==> src/design/cache_geom_pkg.sv <==
//==========================================================================
// cache geometry
// address, word and line widths of the direct-mapped L1 data cache,
// plus the default index width that the top level hands down
//==========================================================================

package cache_geom_pkg;

  //========================================================================
  // widths
  //========================================================================
  localparam int ADDR_BITS      = 32;  // byte address
  localparam int WORD_BITS      = 32;  // core and memory word
  localparam int OFFSET_BITS    = 4;   // byte within a 16 byte line
  localparam int WORDS_PER_LINE = 4;   // refill beats per line
  localparam int DEF_INDEX_BITS = 6;   // 64 lines

  //========================================================================
  // types
  //========================================================================
  // byte address from the core
  typedef logic [ADDR_BITS-1:0] addr_t;

  // one data word, also one memory beat
  typedef logic [WORD_BITS-1:0] word_t;

  // a whole line, word 0 in the low bits
  typedef logic [WORDS_PER_LINE*WORD_BITS-1:0] line_t;

  // one write enable per byte of a line
  typedef logic [WORDS_PER_LINE*WORD_BITS/8-1:0] byte_en_t;

  // word number inside a line
  typedef logic [$clog2(WORDS_PER_LINE)-1:0] beat_t;

endpackage

==> src/design/access_pkg.sv <==
//==========================================================================
// access encodings
// access-size code seen on both the core and the memory port, and the
// states of the cache controller
//==========================================================================

package access_pkg;

  // bit 2 set means zero extension on loads
  typedef logic [2:0] size_t;

  //========================================================================
  // size codes
  //========================================================================
  localparam size_t SIZE_BYTE   = 3'b000;
  localparam size_t SIZE_HALF   = 3'b001;
  localparam size_t SIZE_WORD   = 3'b010;
  localparam size_t SIZE_BYTE_U = 3'b100;
  localparam size_t SIZE_HALF_U = 3'b101;

  // controller FSM
  typedef enum logic [2:0] {
    IDLE,       // waiting for core_req
    LOOKUP,     // tag compare on the latched address
    WRITE_MEM,  // single write-through beat
    REFILL,     // four read beats into the line
    RESPOND     // core_wait low, load data valid
  } ctrl_state_t;

endpackage

==> src/design/load_align.sv <==
//==========================================================================
// load alignment
// picks the byte or half-word out of the read word and extends it
//==========================================================================

`timescale 1ns/1ps

module load_align (
  input  cache_geom_pkg::word_t word_in,    // addressed word of the line
  input  logic [1:0]            byte_off,   // address bits 1:0
  input  access_pkg::size_t     size,
  output cache_geom_pkg::word_t load_data
);

  import access_pkg::*;

  logic [7:0]  sel_byte;
  logic [15:0] sel_half;

  // lane select by offset
  assign sel_byte = word_in[8*byte_off +: 8];
  assign sel_half = word_in[16*byte_off[1] +: 16];  // halves are aligned

  //========================================================================
  // extension
  //========================================================================
  always_comb begin
    case (size)
      SIZE_BYTE:   load_data = {{24{sel_byte[7]}}, sel_byte};  // signed
      SIZE_BYTE_U: load_data = {24'b0, sel_byte};
      SIZE_HALF:   load_data = {{16{sel_half[15]}}, sel_half};
      SIZE_HALF_U: load_data = {16'b0, sel_half};
      default:     load_data = word_in;  // full word
    endcase
  end

endmodule

==> config.mk <==
export PLATFORM = sky130hd
export DESIGN_NAME = load_align
export DESIGN_NICKNAME = d
export VERILOG_FILES = /design/src/design/cache_geom_pkg.sv /design/src/design/access_pkg.sv /design/src/design/load_align.sv
export SDC_FILE = /design/constraint.sdc
export NUM_CORES = 1
export LEC_CHECK = 0
export ABC_AREA = 1
export BUFFER_PORTS_ARGS = -buffer_cell sky130_fd_sc_hd__buf_2
export CORE_MARGIN = 2
export CORE_UTILIZATION = 45
export DETAILED_ROUTE_END_ITERATION = 16
export PLACE_DENSITY_LB_ADDON = 0.15
export SLEW_MARGIN = 20
export SYNTH_ARGS = -nofsm -noshare
export SYNTH_HDL_FRONTEND = slang
export SYNTH_SLANG_ARGS = --single-unit
==> constraint.sdc <==
create_clock -name vclk -period 1.71
set_input_delay 0.342 -clock vclk [all_inputs]
set_output_delay 0.342 -clock vclk [all_outputs]
set_load 0.05 [all_outputs]
Yosys cells after proc, flatten, opt, wreduce, memory -nomap -nowiden
Index checks and enable logic that the tools add are counted.
{ "totals": {"register_bits": 0, "wordCells": 7, "output_inout_bits": 32} }
{ "classes": {"eq_ne": 3, "mux": 1, "n_shift": 2, "reduce_logical": 1} }
{ "ops": {"columns": ["op", "n"], "rows": [
  ["32-bit case mux with 4 select lines", 1],
  ["32-bit by 6-bit indexed part select with 16-bit output", 1],
  ["32-bit by 6-bit indexed part select with 8-bit output", 1],
  ["3-bit == test, second input constant", 2],
  ["3-bit by 1-bit == test with 1-bit output, second input constant", 1],
  ["3-bit logical NOT", 1]
]} }

Depth between registers and ports, before layout
Gate-level depths: netlist of the first run.
{ "depth": {"word_depth": 2, "depth_mapped": 7} }

Least setup slack after synthesis of the first run
OpenSTA, ideal clock, no wires.
{ "synth_path": {"path_type": "input -> output", "startpoint": "in size[1]", "endpoint": "out load_data[1]", "path_stages": 5, "arrival_ps": 1226, "required_ps": 1368, "n_path_buf": 0, "slack_ps": 142, "cell_sequence": "nor2_1 > nand2_1 > inv_1 > nand2_1 > nand3_1"} }
{ "synth_between": {"elab_chain_len": 2} }
{ "synth_rtl": {"columns": ["item", "line", "text"], "rows": [
  ["from (decl)", "load_align.sv:11", "input access_pkg::size_t size,"],
  ["3-bit == test (tied with other cells)", "load_align.sv:28", "case (size)"],
  ["32-bit case mux with 4 select lines (*)", "load_align.sv:28", null],
  ["to (decl)", "load_align.sv:12", "output cache_geom_pkg::word_t load_data"]
]} }
Every way passes the cells marked *; elsewhere a longest branch is shown, timed or not.

Worst setup path in the final report of the first run
{ "layout_path": {"startpoint": "in byte_off[0]", "endpoint": "out load_data[30]"} }
{ "layout_between": {"elab_chain_len": 2} }
{ "layout_rtl": {"columns": ["item", "line", "text"], "rows": [
  ["from (decl)", "load_align.sv:10", "input logic [1:0] byte_off,"],
  ["32-bit by 6-bit indexed part select with 8-bit output", "load_align.sv:21", "assign sel_byte = word_in[8*byte_off +: 8];"],
  ["32-bit case mux with 4 select lines", "load_align.sv:28", null]
]} }
No other way between the ends.

==> results of run 1 <==
==> per-stage QoR <==
stage / hold slack [ns] / instance area (µm²) / util / instances / worst slack [ns]
2_1_floorplan: 0.941 / 872 / - / 169 / 0.142
3_3_place_gp: 1.10 / 1290 / 0.722 / 266 / 0.0118
3_5_place_dp: 1.10 / 1290 / 0.722 / 266 / -0.0289
4_1_cts: 1.06 / 1360 / 0.763 / 266 / 0.000413
5_1_grt: 1.06 / 1530 / 0.855 / 269 / -0.0320
6_report: 1.05 / 1530 / 0.855 / 269 / 0.0172
==> metal layers <==
metal	vias up	wire length (µm)	track usage
met5	-	0	0
met4	0	61	0.0649
met3	6	278	0.00377
met2	96	1780	0.469
met1	632	1310	0.330
li1	692	-	-
==> repair_timing <==
| action | CTS | global route |
|---|---|---|
| gates cloned | 0 | 2 |
| resized for setup | 27 | 38 |
| buffers inserted | 0 | 1 |
| endpoints found under the setup margin | 23 | 31 |
==> worst max path at each step <==
| stage | cells past startpoint | start | endpoint |
|---|---|---|---|
| 2_1_floorplan | 5 | size[1] | load_data[1] |
| 3_3_place_gp | 9 | byte_off[1] | load_data[21] |
| 3_5_place_dp | 9 | byte_off[1] | load_data[30] |
| 4_1_cts | 9 | byte_off[1] | load_data[12] |
| 5_1_grt | 8 | byte_off[0] | load_data[5] |
| 6_report | 8 | byte_off[0] | load_data[30] |
==> final cells by class <==
class	instances	area, µm²
timing repair buffer	84	662
fill	115	258
multi-input combinational	138	747
tap	25	31.3
inverter	22	85.1
==> worst max-delay path: stages <==
cell and delay (ns):
buf_2 0.15, inv_1 0.13, nand3_1 0.11, nand2_2 0.11, nand2_4 0.10, clkbuf_16 0.18, nand3_2 0.07, buf_6 0.16
==> power by group <==
group | leakage [µW] | total (µW) | internal, µW | switching, µW
clock network | 0 | 0 | 0 | 0
logic | 0.00100 | 696 | 244 | 452
registers | 0 | 0 | 0 | 0
==> layout by cell type, fill, tap and decap left out, types with 2 or more instances in the layout <==
cell / Yosys / final
buf_4: 0 / 13
inv_1: 21 / 21
nor2_2: 1 / 2
nand3_2: 20 / 20
o211ai_1: 2 / 2
nor3_2: 1 / 2
or2_2: 3 / 3
o21ai_0: 4 / 4
clkbuf_4: 0 / 7
nand2_2: 1 / 2
buf_2: 6 / 37
buf_6: 3 / 25
nand3_1: 29 / 29
nand2_4: 1 / 2
nand2_1: 63 / 61
nor2_1: 10 / 9
==> cells by family after synthesis <==
kind of cell	after synthesis
buffers and inverters	31
and+or+nand+nor	131
AOI/OAI and AO/OA	7
==> metrics.md, run 1 <==
| Metric | Value |
|---|---|
| Via count | `between 1k and 1.5k` |
| Chip Width | `approximately 48 µm` |
| FFs & Latches | `0` |
| Largest family of logic cells by synthesized area | `simple AND/OR/NAND/NOR gates` |
| DR iter-0 viols | `58` |
| Core box area | `approximately 1800 µm²` |
| Worst EP required | `between 1 and 1.5 ns` |
| Setup_tns | `0 ns` |
| Sequential cell area | `0 µm²` |
| Hold bufs inserted after CTS | `0` |
| Seq/Total Area, Yosys | `0` |
| Simple-Gate Fraction of Synth Area | `0.786` |
| Worst Path Arrival | `about 1.4 ns` |
| Most common cell in the netlist | `nand2_1` |
| Quantity of I/O buffers inserted on ports | `~70` |
| Vias in the first global route | `approximately 1.1k` |
| DP Wirelength | `around 2.4 mm` |
| Status | `finished clean` |
| Number of diodes | `0` |
| Starting Density | `0.489` |
| Die Y | `around 48 µm` |
| Post-layout nets | `around 280` |
| Setup Viol. Count Final | `0` |
| Area delta synth->final | `74.9%` |
| Mapped Cells | `between 150 and 200` |
| Slew @ Worst Pin | `~0.27 ns` |
| Syn nets | `roughly 210` |
| Worst hold path type | `input port to output pin` |
| Critical path peak fanout | `7` |
| Total Routed Length | `around 3.4 mm` |
| Post-Synth XOR/XNOR Area | `0` |
| RSZ-0062 raised after global routing | `yes` |
| Die footprint | `roughly 2300 µm²` |
| Antenna violations before repair | `0` |
| Total grt overflow | `0` |
| Final Wtd Congestion | `1.00` |
| Worst VDD drop | `about 0.00032 V` |
| Global-route wire length before repair | `4.38 mm` |
| Post-synthesis mux area share | `0` |
| Clock buffers | `0` |
| Worst setup path category | `input port to output pin` |
| Pwr/cell area | `roughly 460 nW/µm²` |
| Synth top area cells | `nand2_1 27%, nand3_2 23%, nand3_1 17%, inv_1 9.0%, nor2_1 4.3%` |
| Hold endpoint | `load_data[18]` |
| Post-route ant nets | `0` |
| Post-route clock period utilization | `0.990` |
| Fin crit period | `around 1.7 ns` |
| Synth Warn # | `0` |
| Syn_area_per_cell | `roughly 5.2 µm²` |
| Hold Path Origin | `word_in[18]` |
| Synthesized area | `872 µm²` |
| Global-route usage over all layers | `0.257` |
| Hold Fails Final Rpt | `0` |
| Synth Area in Adders | `0` |
| Largest net degree at the start of global routing | `19` |
| Synth cell types | `18` |
| Worst hold stages | `4` |
| Row count | `15` |
| Fin. max-slew vios | `0` |
| Drt pass-1 iters | `5` |
| Top cell type by total area after synthesis | `nand2_1` |
| DRC viols | `0` |
| Power Total | `696 µW` |
| Post-synth top cells | `63 x nand2_1, 29 x nand3_1, 21 x inv_1, 20 x nand3_2, 10 x nor2_1` |
| Share of the synthesized area in the top cell type | `0.271` |
| Drt wl/cell | `between 10 and 15 µm` |
| Via density | `approximately 5.3` |
| Max_slew headroom | `0.817` |
| Critical path capture point type | `output pin` |
| Leak | `roughly 0.001 µW` |
| Fmax | `591 MHz` |
| Synth Area in Compound Gates | `0.0459` |
| Layout cells sized above 1 | `0.484` |
| Max-cap violation count | `0` |
| Crit path launch type | `input port` |
| IO Count | `69` |
Note: power is estimated with default switching activity, not from simulation.
==> inputs of run 2 (changes only) <==
--- a/config.mk
+++ b/config.mk
@@ -7,7 +7,6 @@
 export LEC_CHECK = 0
 export ABC_AREA = 1
 export BUFFER_PORTS_ARGS = -buffer_cell sky130_fd_sc_hd__buf_2
-export CORE_MARGIN = 2
 export CORE_UTILIZATION = 45
 export DETAILED_ROUTE_END_ITERATION = 16
 export PLACE_DENSITY_LB_ADDON = 0.15
==> constraint.sdc (replaced) <==
create_clock -name vclk -period 1.71
set_input_delay 0.2565 -clock vclk [all_inputs]
set_output_delay 0.2565 -clock vclk [all_outputs]
set_load 0.02 [all_outputs]
==> metrics.md, run 2 (synthesized netlist as in run 1, its figures left out) <==
| Metric | Value |
|---|---|
| Total grt overflow | `0` |
| Status | `finished clean` |
| WHS | `0.847 ns` |
| Post-CTS sizing | `0` |
| Area delta synth->final | `44.2%` |
| Hold Fails Final Rpt | `0` |
| Post-route ant nets | `0` |
| Setup Viol. Count Final | `0` |
| Max-cap violation count | `0` |
| IO Count | `a little under 70` |
| Sequential cell area | `0 µm²` |
| Die Y | `46.0 µm` |
| Max stage delay on crit path | `0.20 ns` |
| Global-route wire length before repair | `4.33 mm` |
| Row count | `15` |
| Vias in the first global route | `1044` |
| RSZ-0062 raised after global routing | `no` |
| Post-layout nets | `roughly 280` |
| Crit path launch type | `input port` |
| Slew @ Worst Pin | `between 0.2 and 0.3 ns` |
| Core box area | `1760 µm²` |
| Quantity of I/O buffers inserted on ports | `69` |
| Antenna violations before repair | `0` |
| Total Routed Length | `2.84 mm` |
| Leak | `roughly 0.00091 µW` |
| Critical path capture point type | `output pin` |
| Via density | `about 5.1` |
| Fmax | `approximately 650 MHz` |
| Worst setup path category | `input port to output pin` |
| DRC viols | `0` |
| Drt pass-1 iters | `4` |
| Most frequent cells in the layout | `69 x buf_2, 63 x nand2_1, 29 x nand3_1, 21 x inv_1, 20 x nand3_2` |
| Die footprint | `approximately 2100 µm²` |
| Largest net degree at the start of global routing | `22` |
| Critical path peak fanout | `21` |
| Post-CTS Setup Inserts | `0` |
| Chip Width | `46.0 µm` |
| Worst EP required | `~1.5 ns` |
| Fin crit period | `around 1.5 ns` |
| Placed Area | `between 1000 and 1500 µm²` |
| Fin. max-slew vios | `0` |
| Number of diodes | `0` |
| Post-route clock period utilization | `0.894` |
| Worst Path Arrival | `1.27 ns` |
| Place WS | `0.200 ns` |
| Starting Density | `0.494` |
| Slowest CP cell | `buf_12` |
| Clock buffers | `0` |
| Pwr/cell area | `~330 nW/µm²` |
| Worst hold path type | `input port to output pin` |
| Util after Layout | `0.713` |
| PnR worst setup slack | `approximately 0.18 ns` |
| Hold bufs inserted after CTS | `0` |
| Via count | `1327` |
| Max_slew headroom | `0.804` |
| Final Wtd Congestion | `roughly 0.94` |
| Drt wl/cell | `about 11 µm` |
| FFs & Latches | `0` |
| Global-route usage over all layers | `0.269` |
| Setup_tns | `0 ns` |
| Layout cells sized above 1 | `0.447` |
| DP Wirelength | `between 2 and 2.5 mm` |
| Worst-path cell chain | `buf_2 > inv_1 > nand3_1 > nand2_1 > nand2_2 > buf_12 > nand3_1 > buf_2` |
| Most common cell after layout, fill and taps aside | `buf_2` |
| Finished Cell Area | `around 1300 µm²` |
| Worst VDD drop | `roughly 0.00022 V` |
| DR iter-0 viols | `17` |
==> run 2: final cells by class <==
class / instances / area [µm²]
multi-input combinational: 138 / 726
fill: 187 / 507
timing repair buffer: 77 / 418
inverter: 22 / 82.6
tap: 25 / 31.3
==> run 2: final timing paths <==
path	from	end	slack [ns]	depth (start not counted)
setup / recovery	byte_off[0]	load_data[28]	0.18	8
hold / removal	word_in[16]	load_data[0]	0.85	4
==> run 2: metrics by stage <==
step / cells / total power [µW]
4_1_cts: 262 / 418
3_3_place_gp: 262 / 409
3_5_place_dp: 262 / 416
5_1_grt: 262 / 455
2_1_floorplan: 169 / 262
6_report: 262 / 417
==> run 2: where the power goes <==
| part | internal (µW) | leakage, µW | switching, µW |
|---|---|---|---|
| clock network | 0 | 0 | 0 |
| registers | 0 | 0 | 0 |
| logic | 159 | 0.000906 | 258 |
==> run 2: per-layer routing <==
layer	up-vias	track usage	share of wire	wire (µm)
li1	676	-	-	-
met1	594	0.356	0.43	1230
met2	55	0.496	0.51	1440
met3	2	0.00794	0.058	164
met4	0	0.0176	0.0025	7
met5	-	0	0	0
==> run 2: worst max-delay path, delay by kind of cell <==
| kind | cells | cell delay, ns |
|---|---|---|
| AND/OR/NAND/NOR | 4 | 0.40 |
| buffers and inverters | 4 | 0.62 |
