## config.mk

```make
export PLATFORM = sky130hd
export DESIGN_NAME = cache_ctrl
export DESIGN_NICKNAME = d
export VERILOG_FILES = /design/src/design/cache_geom_pkg.sv /design/src/design/access_pkg.sv /design/src/design/cache_ctrl.sv
export SDC_FILE = /design/constraint.sdc
export NUM_CORES = 1
export LEC_CHECK = 0
export BUFFER_PORTS_ARGS = -buffer_cell sky130_fd_sc_hd__buf_2
export CORE_ASPECT_RATIO = 1.75
export CORE_MARGIN = 3
export CORE_UTILIZATION = 45
export CTS_BUF_LIST = sky130_fd_sc_hd__clkbuf_8
export DETAILED_ROUTE_END_ITERATION = 16
export GPL_TIMING_DRIVEN = 0
export MAX_ROUTING_LAYER = met4
export PLACE_DENSITY = 0.88
export SLEW_MARGIN = 20
export SYNTH_ARGS = -nofsm -noshare
export SYNTH_HDL_FRONTEND = slang
export SYNTH_SLANG_ARGS = --single-unit
```

## constraint.sdc

```tcl
create_clock -name clk -period 12.7 [get_ports clk]
set_input_delay 2.54 -clock clk [delete_from_list [all_inputs] [get_ports clk]]
set_output_delay 2.54 -clock clk [all_outputs]
set_load 0.01 [all_outputs]
```

## src/design/cache_geom_pkg.sv

```systemverilog
//==========================================================================
// cache geometry
// address, word and line widths of the direct-mapped L1 data cache,
// plus the default index width that the top level hands down
//==========================================================================

package cache_geom_pkg;

  //========================================================================
  // widths
  //========================================================================
  localparam int ADDR_BITS      = 32;  // byte address
  localparam int WORD_BITS      = 32;  // core and memory word
  localparam int OFFSET_BITS    = 4;   // byte within a 16 byte line
  localparam int WORDS_PER_LINE = 4;   // refill beats per line
  localparam int DEF_INDEX_BITS = 6;   // 64 lines

  //========================================================================
  // types
  //========================================================================
  // byte address from the core
  typedef logic [ADDR_BITS-1:0] addr_t;

  // one data word, also one memory beat
  typedef logic [WORD_BITS-1:0] word_t;

  // a whole line, word 0 in the low bits
  typedef logic [WORDS_PER_LINE*WORD_BITS-1:0] line_t;

  // one write enable per byte of a line
  typedef logic [WORDS_PER_LINE*WORD_BITS/8-1:0] byte_en_t;

  // word number inside a line
  typedef logic [$clog2(WORDS_PER_LINE)-1:0] beat_t;

endpackage

```

## src/design/access_pkg.sv

```systemverilog
//==========================================================================
// access encodings
// access-size code seen on both the core and the memory port, and the
// states of the cache controller
//==========================================================================

package access_pkg;

  // bit 2 set means zero extension on loads
  typedef logic [2:0] size_t;

  //========================================================================
  // size codes
  //========================================================================
  localparam size_t SIZE_BYTE   = 3'b000;
  localparam size_t SIZE_HALF   = 3'b001;
  localparam size_t SIZE_WORD   = 3'b010;
  localparam size_t SIZE_BYTE_U = 3'b100;
  localparam size_t SIZE_HALF_U = 3'b101;

  // controller FSM
  typedef enum logic [2:0] {
    IDLE,       // waiting for core_req
    LOOKUP,     // tag compare on the latched address
    WRITE_MEM,  // single write-through beat
    REFILL,     // four read beats into the line
    RESPOND     // core_wait low, load data valid
  } ctrl_state_t;

endpackage

```

## src/design/cache_ctrl.sv

```systemverilog
//==========================================================================
// cache controller
// latches the core request, runs the lookup / write-through / refill FSM,
// counts refill beats and drives the word-wide memory port
//==========================================================================

`timescale 1ns/1ps

module cache_ctrl #(
  parameter int INDEX_BITS = cache_geom_pkg::DEF_INDEX_BITS
) (
  input  logic                  clk,
  input  logic                  rst,
  input  logic                  core_req,
  input  logic                  core_write,   // 1 = store
  input  cache_geom_pkg::addr_t core_addr,
  input  cache_geom_pkg::word_t core_in,
  input  access_pkg::size_t     core_type,
  input  logic                  hit,
  input  logic                  D_wait,
  output cache_geom_pkg::addr_t req_addr,
  output cache_geom_pkg::word_t req_data,
  output access_pkg::size_t     req_size,
  output logic                  store_en,
  output logic                  refill_en,
  output cache_geom_pkg::beat_t refill_beat,
  output logic                  install_en,
  output logic                  core_wait,
  output logic                  D_req,
  output logic                  D_write,
  output cache_geom_pkg::addr_t D_addr,
  output cache_geom_pkg::word_t D_in,
  output access_pkg::size_t     D_type
);

  import cache_geom_pkg::*;
  import access_pkg::*;

  localparam int    TAG_BITS  = ADDR_BITS - INDEX_BITS - OFFSET_BITS;
  localparam beat_t LAST_BEAT = beat_t'(WORDS_PER_LINE - 1);

  ctrl_state_t state, state_nx;
  beat_t       beat;
  logic        req_write;
  logic        beat_done;     // memory beat completes this edge
  logic        core_aligned;
  addr_t       refill_addr;

  //========================================================================
  // request latch and state
  //========================================================================
  always_ff @(posedge clk) begin
    if (state == IDLE && core_req) begin  // accept edge
      req_addr  <= core_addr;
      req_data  <= core_in;
      req_size  <= core_type;
      req_write <= core_write;
    end
  end

  always_ff @(posedge clk or posedge rst) begin
    if (rst) begin
      state <= IDLE;
      beat  <= '0;
    end else begin
      state <= state_nx;
      if (refill_en) beat <= beat + beat_t'(1);  // wraps to 0 after beat 3
    end
  end

  always_comb begin
    state_nx = state;
    case (state)
      IDLE:      if (core_req) state_nx = LOOKUP;
      LOOKUP: begin
        if (req_write)  state_nx = WRITE_MEM;  // write-through, hit or miss
        else if (hit)   state_nx = RESPOND;
        else            state_nx = REFILL;
      end
      WRITE_MEM: if (beat_done) state_nx = RESPOND;
      REFILL:    if (install_en) state_nx = RESPOND;
      RESPOND:   state_nx = IDLE;
      default:   state_nx = IDLE;
    endcase
  end

  //========================================================================
  // strobes and memory port
  //========================================================================
  assign beat_done   = D_req && !D_wait;
  assign store_en    = (state == WRITE_MEM) && beat_done && hit;  // no allocate
  assign refill_en   = (state == REFILL) && beat_done;
  assign install_en  = refill_en && (beat == LAST_BEAT);
  assign refill_beat = beat;
  assign core_wait   = state inside {LOOKUP, WRITE_MEM, REFILL};

  // line base plus beat, word aligned
  assign refill_addr = {req_addr[ADDR_BITS-1 -: TAG_BITS],
                        req_addr[OFFSET_BITS +: INDEX_BITS], beat, 2'b00};

  assign D_req   = (state == WRITE_MEM) || (state == REFILL);
  assign D_write = (state == WRITE_MEM);
  assign D_addr  = (state == REFILL) ? refill_addr : req_addr;
  assign D_in    = req_data;
  assign D_type  = (state == REFILL) ? SIZE_WORD : req_size;

  always_comb begin
    case (core_type)
      SIZE_BYTE, SIZE_BYTE_U: core_aligned = 1'b1;
      SIZE_HALF, SIZE_HALF_U: core_aligned = !core_addr[0];
      SIZE_WORD:              core_aligned = (core_addr[1:0] == 2'b00);
      default:                core_aligned = 1'b0;  // unused codes
    endcase
  end

  a_req_aligned: assert property (
    @(posedge clk) disable iff (rst) (state == IDLE && core_req) |-> core_aligned
  ) else $error("misaligned core request");

  // memory sees a steady address until it drops D_wait
  a_addr_hold: assert property (
    @(posedge clk) disable iff (rst) (D_req && D_wait) |=> $stable(D_addr)
  ) else $error("D_addr changed while the memory was stalling");

endmodule

```

# ---- Word level (Yosys, flattened, before mapping)
# Index checks and enable logic that the tools add are counted.
# W data, S select, Z words.
dict set report word_totals {
  ff_bits 73
  inputBits 73
  output_inout_bits 142
  word_cells 33
}
dict set report classes {
  n_addsub 1
  n_eq_ne 7
  mux 8
  reduce_logical 11
}
# cell n
set op_table {}
lappend op_table {{$mux W3} 6}
lappend op_table {{$pmux W3 S4} 1}
lappend op_table {{$eq A3 B2 Y1 const B} 2}
lappend op_table {{$logic_and A1 B1 Y1} 6}
lappend op_table {{$mux W4} 1}
lappend op_table {{$ne A2 B2 Y1 const B} 2}
lappend op_table {{$eq A3 B1 Y1 const B} 1}
lappend op_table {{$logic_not A3 Y1} 1}
lappend op_table {{$reduce_and A3 Y1} 1}
lappend op_table {{$reduce_bool A3 Y1} 1}
lappend op_table {{$add A2 B1 Y2 const B} 1}
lappend op_table {{$eq A2 B2 Y1 const B} 1}
lappend op_table {{$ne A2 B1 Y1 const B} 1}
lappend op_table {{$logic_not A1 Y1} 1}
lappend op_table {{$logic_or A1 B1 Y1} 1}

# ---- Longest topological paths before layout
# Gate-level depths: netlist (run 1).
dict set report logic_depth {
  ltp_word 7
  depth_mapped 4
  ltp_nobuf 4
}

# ---- Least setup slack after synthesis (run 1)
# OpenSTA, ideal clock, no wires.
dict set report synth_path {
  path_kind {input-to-reg}
  startpoint {in core_req}
  endpoint {reg req_data[0], in the netlist D_in[0] (enable)}
  arrival_time_ns 9.428
  required_ns 12.014
  slack_ns 2.586
  path_stages 1
  path_cell_list {nor4b_1}
}
dict set report synth_via {
  elab_chain_cells 1
}
# element line_no
set synth_rtl {}
lappend synth_rtl {{start, declared} cache_ctrl.sv:14} ;# input logic core_req,
lappend synth_rtl {{$logic_and A1 B1 Y1} cache_ctrl.sv:53} ;# if (state == IDLE && core_req) begin
lappend synth_rtl {{end signal, assigned} cache_ctrl.sv:55} ;# req_data <= core_in;
lappend synth_rtl {{end, declared} cache_ctrl.sv:22} ;# output cache_geom_pkg::word_t req_data,
# Every way passes these cells.
# A chain may end at the register's enable or synchronous reset.

# ---- Final worst setup path (run 1)
dict set report layout_path {
  startpoint {in D_wait}
  endpoint {out install_en}
}
dict set report layout_via {
  elab_chain_cells 4
}
# element line_no
set layout_rtl {}
lappend layout_rtl {{start, declared} cache_ctrl.sv:20} ;# input logic D_wait,
lappend layout_rtl {{$logic_not A1 Y1} cache_ctrl.sv:90} ;# assign beat_done = D_req && !D_wait;
lappend layout_rtl {{$logic_and A1 B1 Y1} cache_ctrl.sv:90}
lappend layout_rtl {{$logic_and A1 B1 Y1} cache_ctrl.sv:92} ;# assign refill_en = (state == REFILL) && beat_done;
lappend layout_rtl {{$logic_and A1 B1 Y1} cache_ctrl.sv:93} ;# assign install_en = refill_en && (beat == LAST_BEAT);
lappend layout_rtl {{end, declared} cache_ctrl.sv:27} ;# output logic install_en,
# Every way passes these cells.

==> results of run 1 <==
## worst reg2reg max path, delay by kind of cell (launching register included)
family,cells,cell delay [ns]
flops,1,0.42
buf+inv,4,0.85
simple gates,1,0.43
## Yosys cell counts
master     n
buf_4     61
mux2_1     1
inv_1      3
and2_1     4
nor4b_1    1
nor2_1     4
o311ai_0   1
a211oi_1   1
nand3b_4   1
edfxtp_1  68
a21oi_1    2
mux2_4     1
xor2_1     1
a31oi_1    1
mux2_2     1
nor2_4     1
nor2b_4    1
o21ai_0    1
buf_6      1
ha_1       1
or2_2      1
dfrtp_1    5
and2b_4    1
and3_1     1
nor4bb_1   1
nand2b_1   3
nand2_1    3
## through the flow
stage / total power [uW] / instance area, um2 / TNS, ns / utilization, %
4_1_cts: 808.5 / 4299 / 0 / 69.02
3_3_place_gp: 653.3 / 4071 / -2.103 / 65.37
6_report: 796.6 / 4299 / 0 / 69.02
2_1_floorplan: 533.8 / 2900 / 0 / -
5_1_grt: 841.9 / 4299 / 0 / 69.02
3_5_place_dp: 661.4 / 4146 / 0 / 66.57
## metal layers
| metal | track usage [%] | up-vias | part of all wire (%) |
|---|---|---|---|
| li1 | - | 1012 | - |
| met4 | 10.72 | 0 | 3.4 |
| met1 | 22.40 | 998 | 34 |
| met2 | 37.53 | 119 | 56 |
| met3 | 6.807 | 23 | 7.0 |
| met5 | - | - | 0 |
## final cells by class
class	count	area, um2
plain buffers	62	469.2
clock buffers	9	123.9
clock inverters	7	28.78
fillers	451	1929
inverters	3	11.26
multi-input cells	33	259.0
flip-flops and latches	73	2167
well taps	80	100.1
repair buffers	224	1140
## registers in the layout (all words and copies together), names as in the netlist
signal       count
state            3
refill_beat      2
req_addr        32
req_write        1
req_size         3
D_in            32
## cell families after synthesis
group	share of synthesized area (%)
compound gates	1.294
xor+xnor	0.3020
fa+ha+maj	0.4313
buf+inv	16.57
flops	74.72
mux	1.294
simple gates	5.393
## report_power, final
part	internal, uW	switching [uW]	total [uW]
clock network	66.8	77.7	144
registers	327	29.2	356
logic	145	151	296
## how the worst max path moves through the flow
stage	startpoint	end	slack [ns]	depth (start not counted)
after floorplan	core_req	D_in[0]$_DFFE_PP_	2.59	1
after global placement	core_req	req_addr[25]$_DFFE_PP_	-0.03	2
after detailed placement	D_wait	install_en	7.11	4
after CTS	D_wait	install_en	7.10	4
after global routing	D_wait	install_en	7.03	4
final	D_wait	install_en	7.10	4
==> impl_metrics.env, run 1 <==
export IMPL_drive_gt1_share_pct=74.21
export IMPL_hold_start="refill_beat[0]$_DFFE_PP0P_"
export IMPL_crit_path_start_kind="input pin"
export IMPL_synth_nets=245
export IMPL_io_buffers=214
export IMPL_dp_hpwl_mm=6.474
export IMPL_holdWs_ns=0.5344
export IMPL_numCtsBuffers=9
export IMPL_worst_pin_slew_ns=0.4305
export IMPL_dp_slack_ns=7.105
export IMPL_drt_iter0_markers=104
export IMPL_cts_tree="done"
export IMPL_antenna_found_initial=0
export IMPL_final_cell_mix="218 x buf_2, 68 x edfxtp_1, 66 x buf_4"
export IMPL_std_cell_rows=38
export IMPL_fin_crit_sh_pct=44.12
export IMPL_yosys_area_top_type="edfxtp_1"
export IMPL_clock_root_buffer="clkbuf_8"
export IMPL_min_path_cells=1
export IMPL_postCtsHoldBufs=0
export IMPL_fin_crit_ns=5.603
export IMPL_ctsResizeCount=0
export IMPL_grt_max_degree=12
export IMPL_yosysSeqAreaShare_pct=74.72
export IMPL_hp_class="register to register"
export IMPL_instances_no_fill=491
export IMPL_ant_nets=0
export IMPL_vias_per_cell=4.383
export IMPL_drc=0
export IMPL_dr_pass1_iters=4
export IMPL_synth_distinct_cells=27
export IMPL_holdPathEnd="refill_beat[0]$_DFFE_PP0P_"
export IMPL_grt_overflow_total=0
export IMPL_max_freq_mhz=178.5
export IMPL_yosysTopAreaCellShare_pct=70.41
export IMPL_postLayoutSetupSlackWorst_ns=7.097
export IMPL_path_buf_inv=2
export IMPL_slew_headroom_pct=71.22
export IMPL_end_kind="output pin"
export IMPL_crit_type="input pin to output pin"
export IMPL_areaGrowthSynthToFinish_pct=48.23
export IMPL_wl_per_cell_um=15.99
export IMPL_initial_utilization_pct=46.56
export IMPL_required_ns=10.16
export IMPL_cts_sinks=73
export IMPL_status="finished, final reports clean"
export IMPL_die_w_um=66.69
export IMPL_cts_clk_slew_worst_paths_ns=0.06
export IMPL_synth_area_leaders="edfxtp_1 70%, buf_4 16%, dfrtp_1 4.3%"
export IMPL_powerDensity_nw_per_um2=185.3
export IMPL_totalWireLength_mm=7.852
export IMPL_nets=480
export IMPL_cp_slowest_cell="nand2b_1"
export IMPL_crit_path_max_fanout=4
export IMPL_setup_viol=0
export IMPL_grt_pass1_wl_mm=11.48
export IMPL_p_leak_uw=0.002098
export IMPL_r2r_cells=5
export IMPL_io_pins=215
export IMPL_path_cells="buf_2 > nand2b_1 > nor2_1 > buf_2"
export IMPL_max_stage_delay_ns=0.16
export IMPL_cap_violations=0
export IMPL_rsz0062_at_grt="no"
export IMPL_critPathTopFamily="buffers and inverters"
export IMPL_numPlacedInstances=475
export IMPL_final_common_cell="buf_2"
export IMPL_finalMaxSlewViolations=0
export IMPL_core_area_um2=6228
export IMPL_clock_latency_ns=0.34
export IMPL_post_cts_repair_setup_buffers=0
export IMPL_vdd_drop_max_mv=0.1404
export IMPL_syn_avg_cell_area_um2=16.96
export IMPL_rrSetupSlack_ns=10.70
export IMPL_die_area_um2=7482
export IMPL_gp_congestion=0.7716
export IMPL_synthCells=171
export IMPL_cts_buffer_depth=2
export IMPL_antennaDiodeCount=0
export IMPL_cts_max_level=3
export IMPL_r2r_start="state[1]$_DFFE_PP0P_"
export IMPL_die_h_um=112.2
export IMPL_grt_util_all_layers_pct=22.11
export IMPL_grt_pass1_vias=2322
export IMPL_skew_ns=0.007144
export IMPL_num_vias=2152
export IMPL_cp_common_cell="buf_2"
export IMPL_timing_hold_violations_final=0
export IMPL_rr_endpoint="req_addr[18]$_DFFE_PP_"
export IMPL_synth_area_um2=2900
export IMPL_ys_ff_latch=73
export IMPL_worstPathArrival_ns=3.06
export IMPL_yosysWarnings=0
(Power assumes the default switching activity.)
==> run 2, diff against run 1 <==
--- a/config.mk
+++ b/config.mk
@@ -5,15 +5,16 @@
 export SDC_FILE = /design/constraint.sdc
 export NUM_CORES = 1
 export LEC_CHECK = 0
+export ABC_AREA = 1
 export BUFFER_PORTS_ARGS = -buffer_cell sky130_fd_sc_hd__buf_2
 export CORE_ASPECT_RATIO = 1.75
 export CORE_MARGIN = 3
-export CORE_UTILIZATION = 45
+export CORE_UTILIZATION = 37
 export CTS_BUF_LIST = sky130_fd_sc_hd__clkbuf_8
 export DETAILED_ROUTE_END_ITERATION = 16
 export GPL_TIMING_DRIVEN = 0
 export MAX_ROUTING_LAYER = met4
-export PLACE_DENSITY = 0.88
+export PLACE_DENSITY = 0.78
 export SLEW_MARGIN = 20
 export SYNTH_ARGS = -nofsm -noshare
 export SYNTH_HDL_FRONTEND = slang
==> constraint.sdc (replaced) <==
create_clock -name clk -period 4.7 [get_ports clk]
set_input_delay 0.94 -clock clk [delete_from_list [all_inputs] [get_ports clk]]
set_output_delay 0.94 -clock clk [all_outputs]
set_load 0.01 [all_outputs]
==> run 2 against run 1 <==
Net effect:
- cell area increased by 1.7%
- via count decreased by 0.70%
- global-route usage decreased by 6.8 points
- clock skew increased by 0.0036 ns
- sequential share of layout area decreased by 0.82 points
- largest power group unchanged
==> impl_metrics.env, run 2 <==
export IMPL_status="finished, final reports clean"
export IMPL_crit_path_start_kind="input pin"
export IMPL_die_w_um=72.93
export IMPL_grt_pass1_wl_mm=9.784
export IMPL_nets=492
export IMPL_fin_crit_ns=2.413
export IMPL_cap_violations=0
export IMPL_worst_pin_slew_ns=0.4756
export IMPL_path_buf_inv=3
export IMPL_numPlacedInstances=495
export IMPL_power_frac_seq_pct=43.3
export IMPL_cts_buffer_depth=2
export IMPL_wl_per_cell_um=13.61
export IMPL_ys_async_sr_fraction_pct=6.849
export IMPL_drive_gt1_share_pct=72.10
export IMPL_slew_headroom_pct=68.06
export IMPL_yosysSeqAreaShare_pct=74.72
export IMPL_std_cell_rows=42
export IMPL_fill_cells=613
export IMPL_dp_slack_ns=2.272
export IMPL_final_common_cell="buf_2"
export IMPL_powerDensity_nw_per_um2=525.8
export IMPL_worstPathArrival_ns=1.47
export IMPL_grt_pass1_vias=2020
export IMPL_yosys_area_top_type="edfxtp_1"
export IMPL_synth_distinct_cells=25
export IMPL_cts_sinks=73
export IMPL_synthFlopType="edfxtp_1"
export IMPL_synth_edff_count=68
export IMPL_finalMaxSlewViolations=0
export IMPL_required_ns=3.76
export IMPL_cts_max_level=3
export IMPL_instances_no_fill=513
export IMPL_synthCells=187
export IMPL_rrSetupSlack_ns=2.77
export IMPL_rr_endpoint="req_addr[18]$_DFFE_PP_"
export IMPL_ctsResizeCount=0
export IMPL_timing_hold_violations_final=0
export IMPL_clock_root_buffer="clkbuf_8"
export IMPL_syn_avg_cell_area_um2=15.51
export IMPL_rsz0062_at_grt="no"
export IMPL_die_area_um2=8979
export IMPL_clkPwrFrac_pct=22.4
export IMPL_drc=0
export IMPL_tns_ns=0
export IMPL_gp_congestion=0.8729
export IMPL_p_leak_uw=0.002146
export IMPL_areaGrowthSynthToFinish_pct=50.69
export IMPL_max_stage_delay_ns=0.13
export IMPL_synth_area_um2=2900
export IMPL_vias_per_cell=4.166
export IMPL_p_switching_uw=731.1
export IMPL_max_freq_mhz=414.4
export IMPL_totalWireLength_mm=6.982
export IMPL_post_synth_top_count_cell="edfxtp_1"
export IMPL_path_cells="buf_2 > inv_1 > nand2_4 > nor2_1 > buf_2"
export IMPL_num_vias=2137
export IMPL_postLayoutSetupSlackWorst_ns=2.287
export IMPL_cts_clk_slew_worst_paths_ns=0.08
export IMPL_clock_latency_ns=0.34
export IMPL_cp_slowest_cell="buf_2"
export IMPL_postCtsHoldBufs=0
export IMPL_yosys_top_cells_count="68 x edfxtp_1, 60 x buf_4, 12 x inv_1"
export IMPL_vdd_drop_max_mv=0.2523
export IMPL_io_buffers=214
export IMPL_yosysWarnings=0
export IMPL_grt_util_all_layers_pct=15.27
export IMPL_cp_depth=5
export IMPL_ys_ff_latch=73
export IMPL_io_pins=215
export IMPL_numCtsBuffers=9
export IMPL_die_h_um=123.1
export IMPL_cts_tree="done"
export IMPL_critPathTopFamily="buffers and inverters"
export IMPL_final_cell_mix="214 x buf_2, 68 x edfxtp_1, 62 x buf_4"
export IMPL_r2r_start="state[0]$_DFFE_PP0P_"
export IMPL_synth_nets=261
export IMPL_crit_type="input pin to output pin"
export IMPL_end_kind="output pin"
export IMPL_crit_path_max_fanout=4
export IMPL_p_int_uw=1567
export IMPL_post_cts_repair_setup_buffers=0
export IMPL_core_area_um2=7620
export IMPL_grt_overflow_total=0
export IMPL_hp_class="input pin to async pin"
export IMPL_skew_ns=0.01070
export IMPL_yosysTopAreaCellShare_pct=70.41
export IMPL_setup_viol=0
export IMPL_drt_iter0_markers=73
export IMPL_cp_common_cell="buf_2"
export IMPL_ant_nets=0
export IMPL_r2r_cells=4
export IMPL_p_sw_share_pct=31.82
export IMPL_initial_utilization_pct=38.06
export IMPL_utilization_pct=57.36
export IMPL_p_comb_share_pct=34.3
export IMPL_dr_pass1_iters=4
export IMPL_fin_crit_sh_pct=51.35
export IMPL_grt_max_degree=14
export IMPL_synth_area_leaders="edfxtp_1 70%, buf_4 16%, dfrtp_1 4.3%"
export IMPL_antenna_found_initial=2
export IMPL_dp_hpwl_mm=5.818
[run 2: stage by stage]
stage | area, um2 | total power (uW) | hold slack (ns)
2_1_floorplan | 2915 | 1448 | 0.5347
3_3_place_gp | 4096 | 1755 | 0.5183
3_5_place_dp | 4156 | 1809 | 0.5269
4_1_cts | 4365 | 2333 | 0.4660
5_1_grt | 4370 | 2437 | 0.4637
6_report | 4370 | 2298 | 0.4856
[run 2: final cells by class]
cell class,count,area [um2],share of cell area [%]
Multi-Input combinational cell,38,234.0,5.354
Clock inverter,7,85.08,1.947
Inverter,16,63.81,1.460
Tap cell,88,110.1,2.519
Antenna cell,2,5.005,0.1145
Buffer,60,450.4,10.31
Timing Repair Buffer,220,1131,25.88
Clock buffer,9,123.9,2.834
Sequential cell,73,2167,49.58
[run 2: worst max path at each step]
| stage | slack [ns] | end | start |
|---|---|---|---|
| final | 2.29 | install_en | D_wait |
| after global routing | 2.20 | install_en | state[2]$_DFFE_PP0P_ |
| after CTS | 2.28 | install_en | D_wait |
| after detailed placement | 2.27 | D_in[4]$_DFFE_PP_ | core_req |
| after global placement | 0.29 | D_in[15]$_DFFE_PP_ | core_req |
| after floorplan | 1.10 | D_in[0]$_DFFE_PP_ | core_req |
[run 2: routing by layer]
metal  part of all wire [%]  track usage [%]  wire (um)
met5                      0                -          0
met4                    2.4            7.621        166
met3                    9.3            5.940        648
met2                     55            24.83       3813
met1                     34            15.91       2353
[run 2: cell families (layout without fill, tap and decap cells)]
family                   Yosys count  after routing  share of synthesized area [%]
AO/OA/AOI/OAI                      6              6                          1.424
XOR/XNOR                           1              1                         0.3020
adder cells (fa/ha/maj)            1              1                         0.4313
buffers and inverters             76            312                          17.73
flip-flops                        73             73                          74.72
other                              0              2                              0
AND/OR/NAND/NOR                   30             30                          5.393
[run 2: power groups by stage]
stage | logic (uW) | registers, uW | clock network, uW
6_report | 788 | 994 | 515
5_1_grt | 860 | 1010 | 565
4_1_cts | 804 | 995 | 534
3_5_place_dp | 802 | 1010 | 0
3_3_place_gp | 738 | 1020 | 0
2_1_floorplan | 380 | 1070 | 0
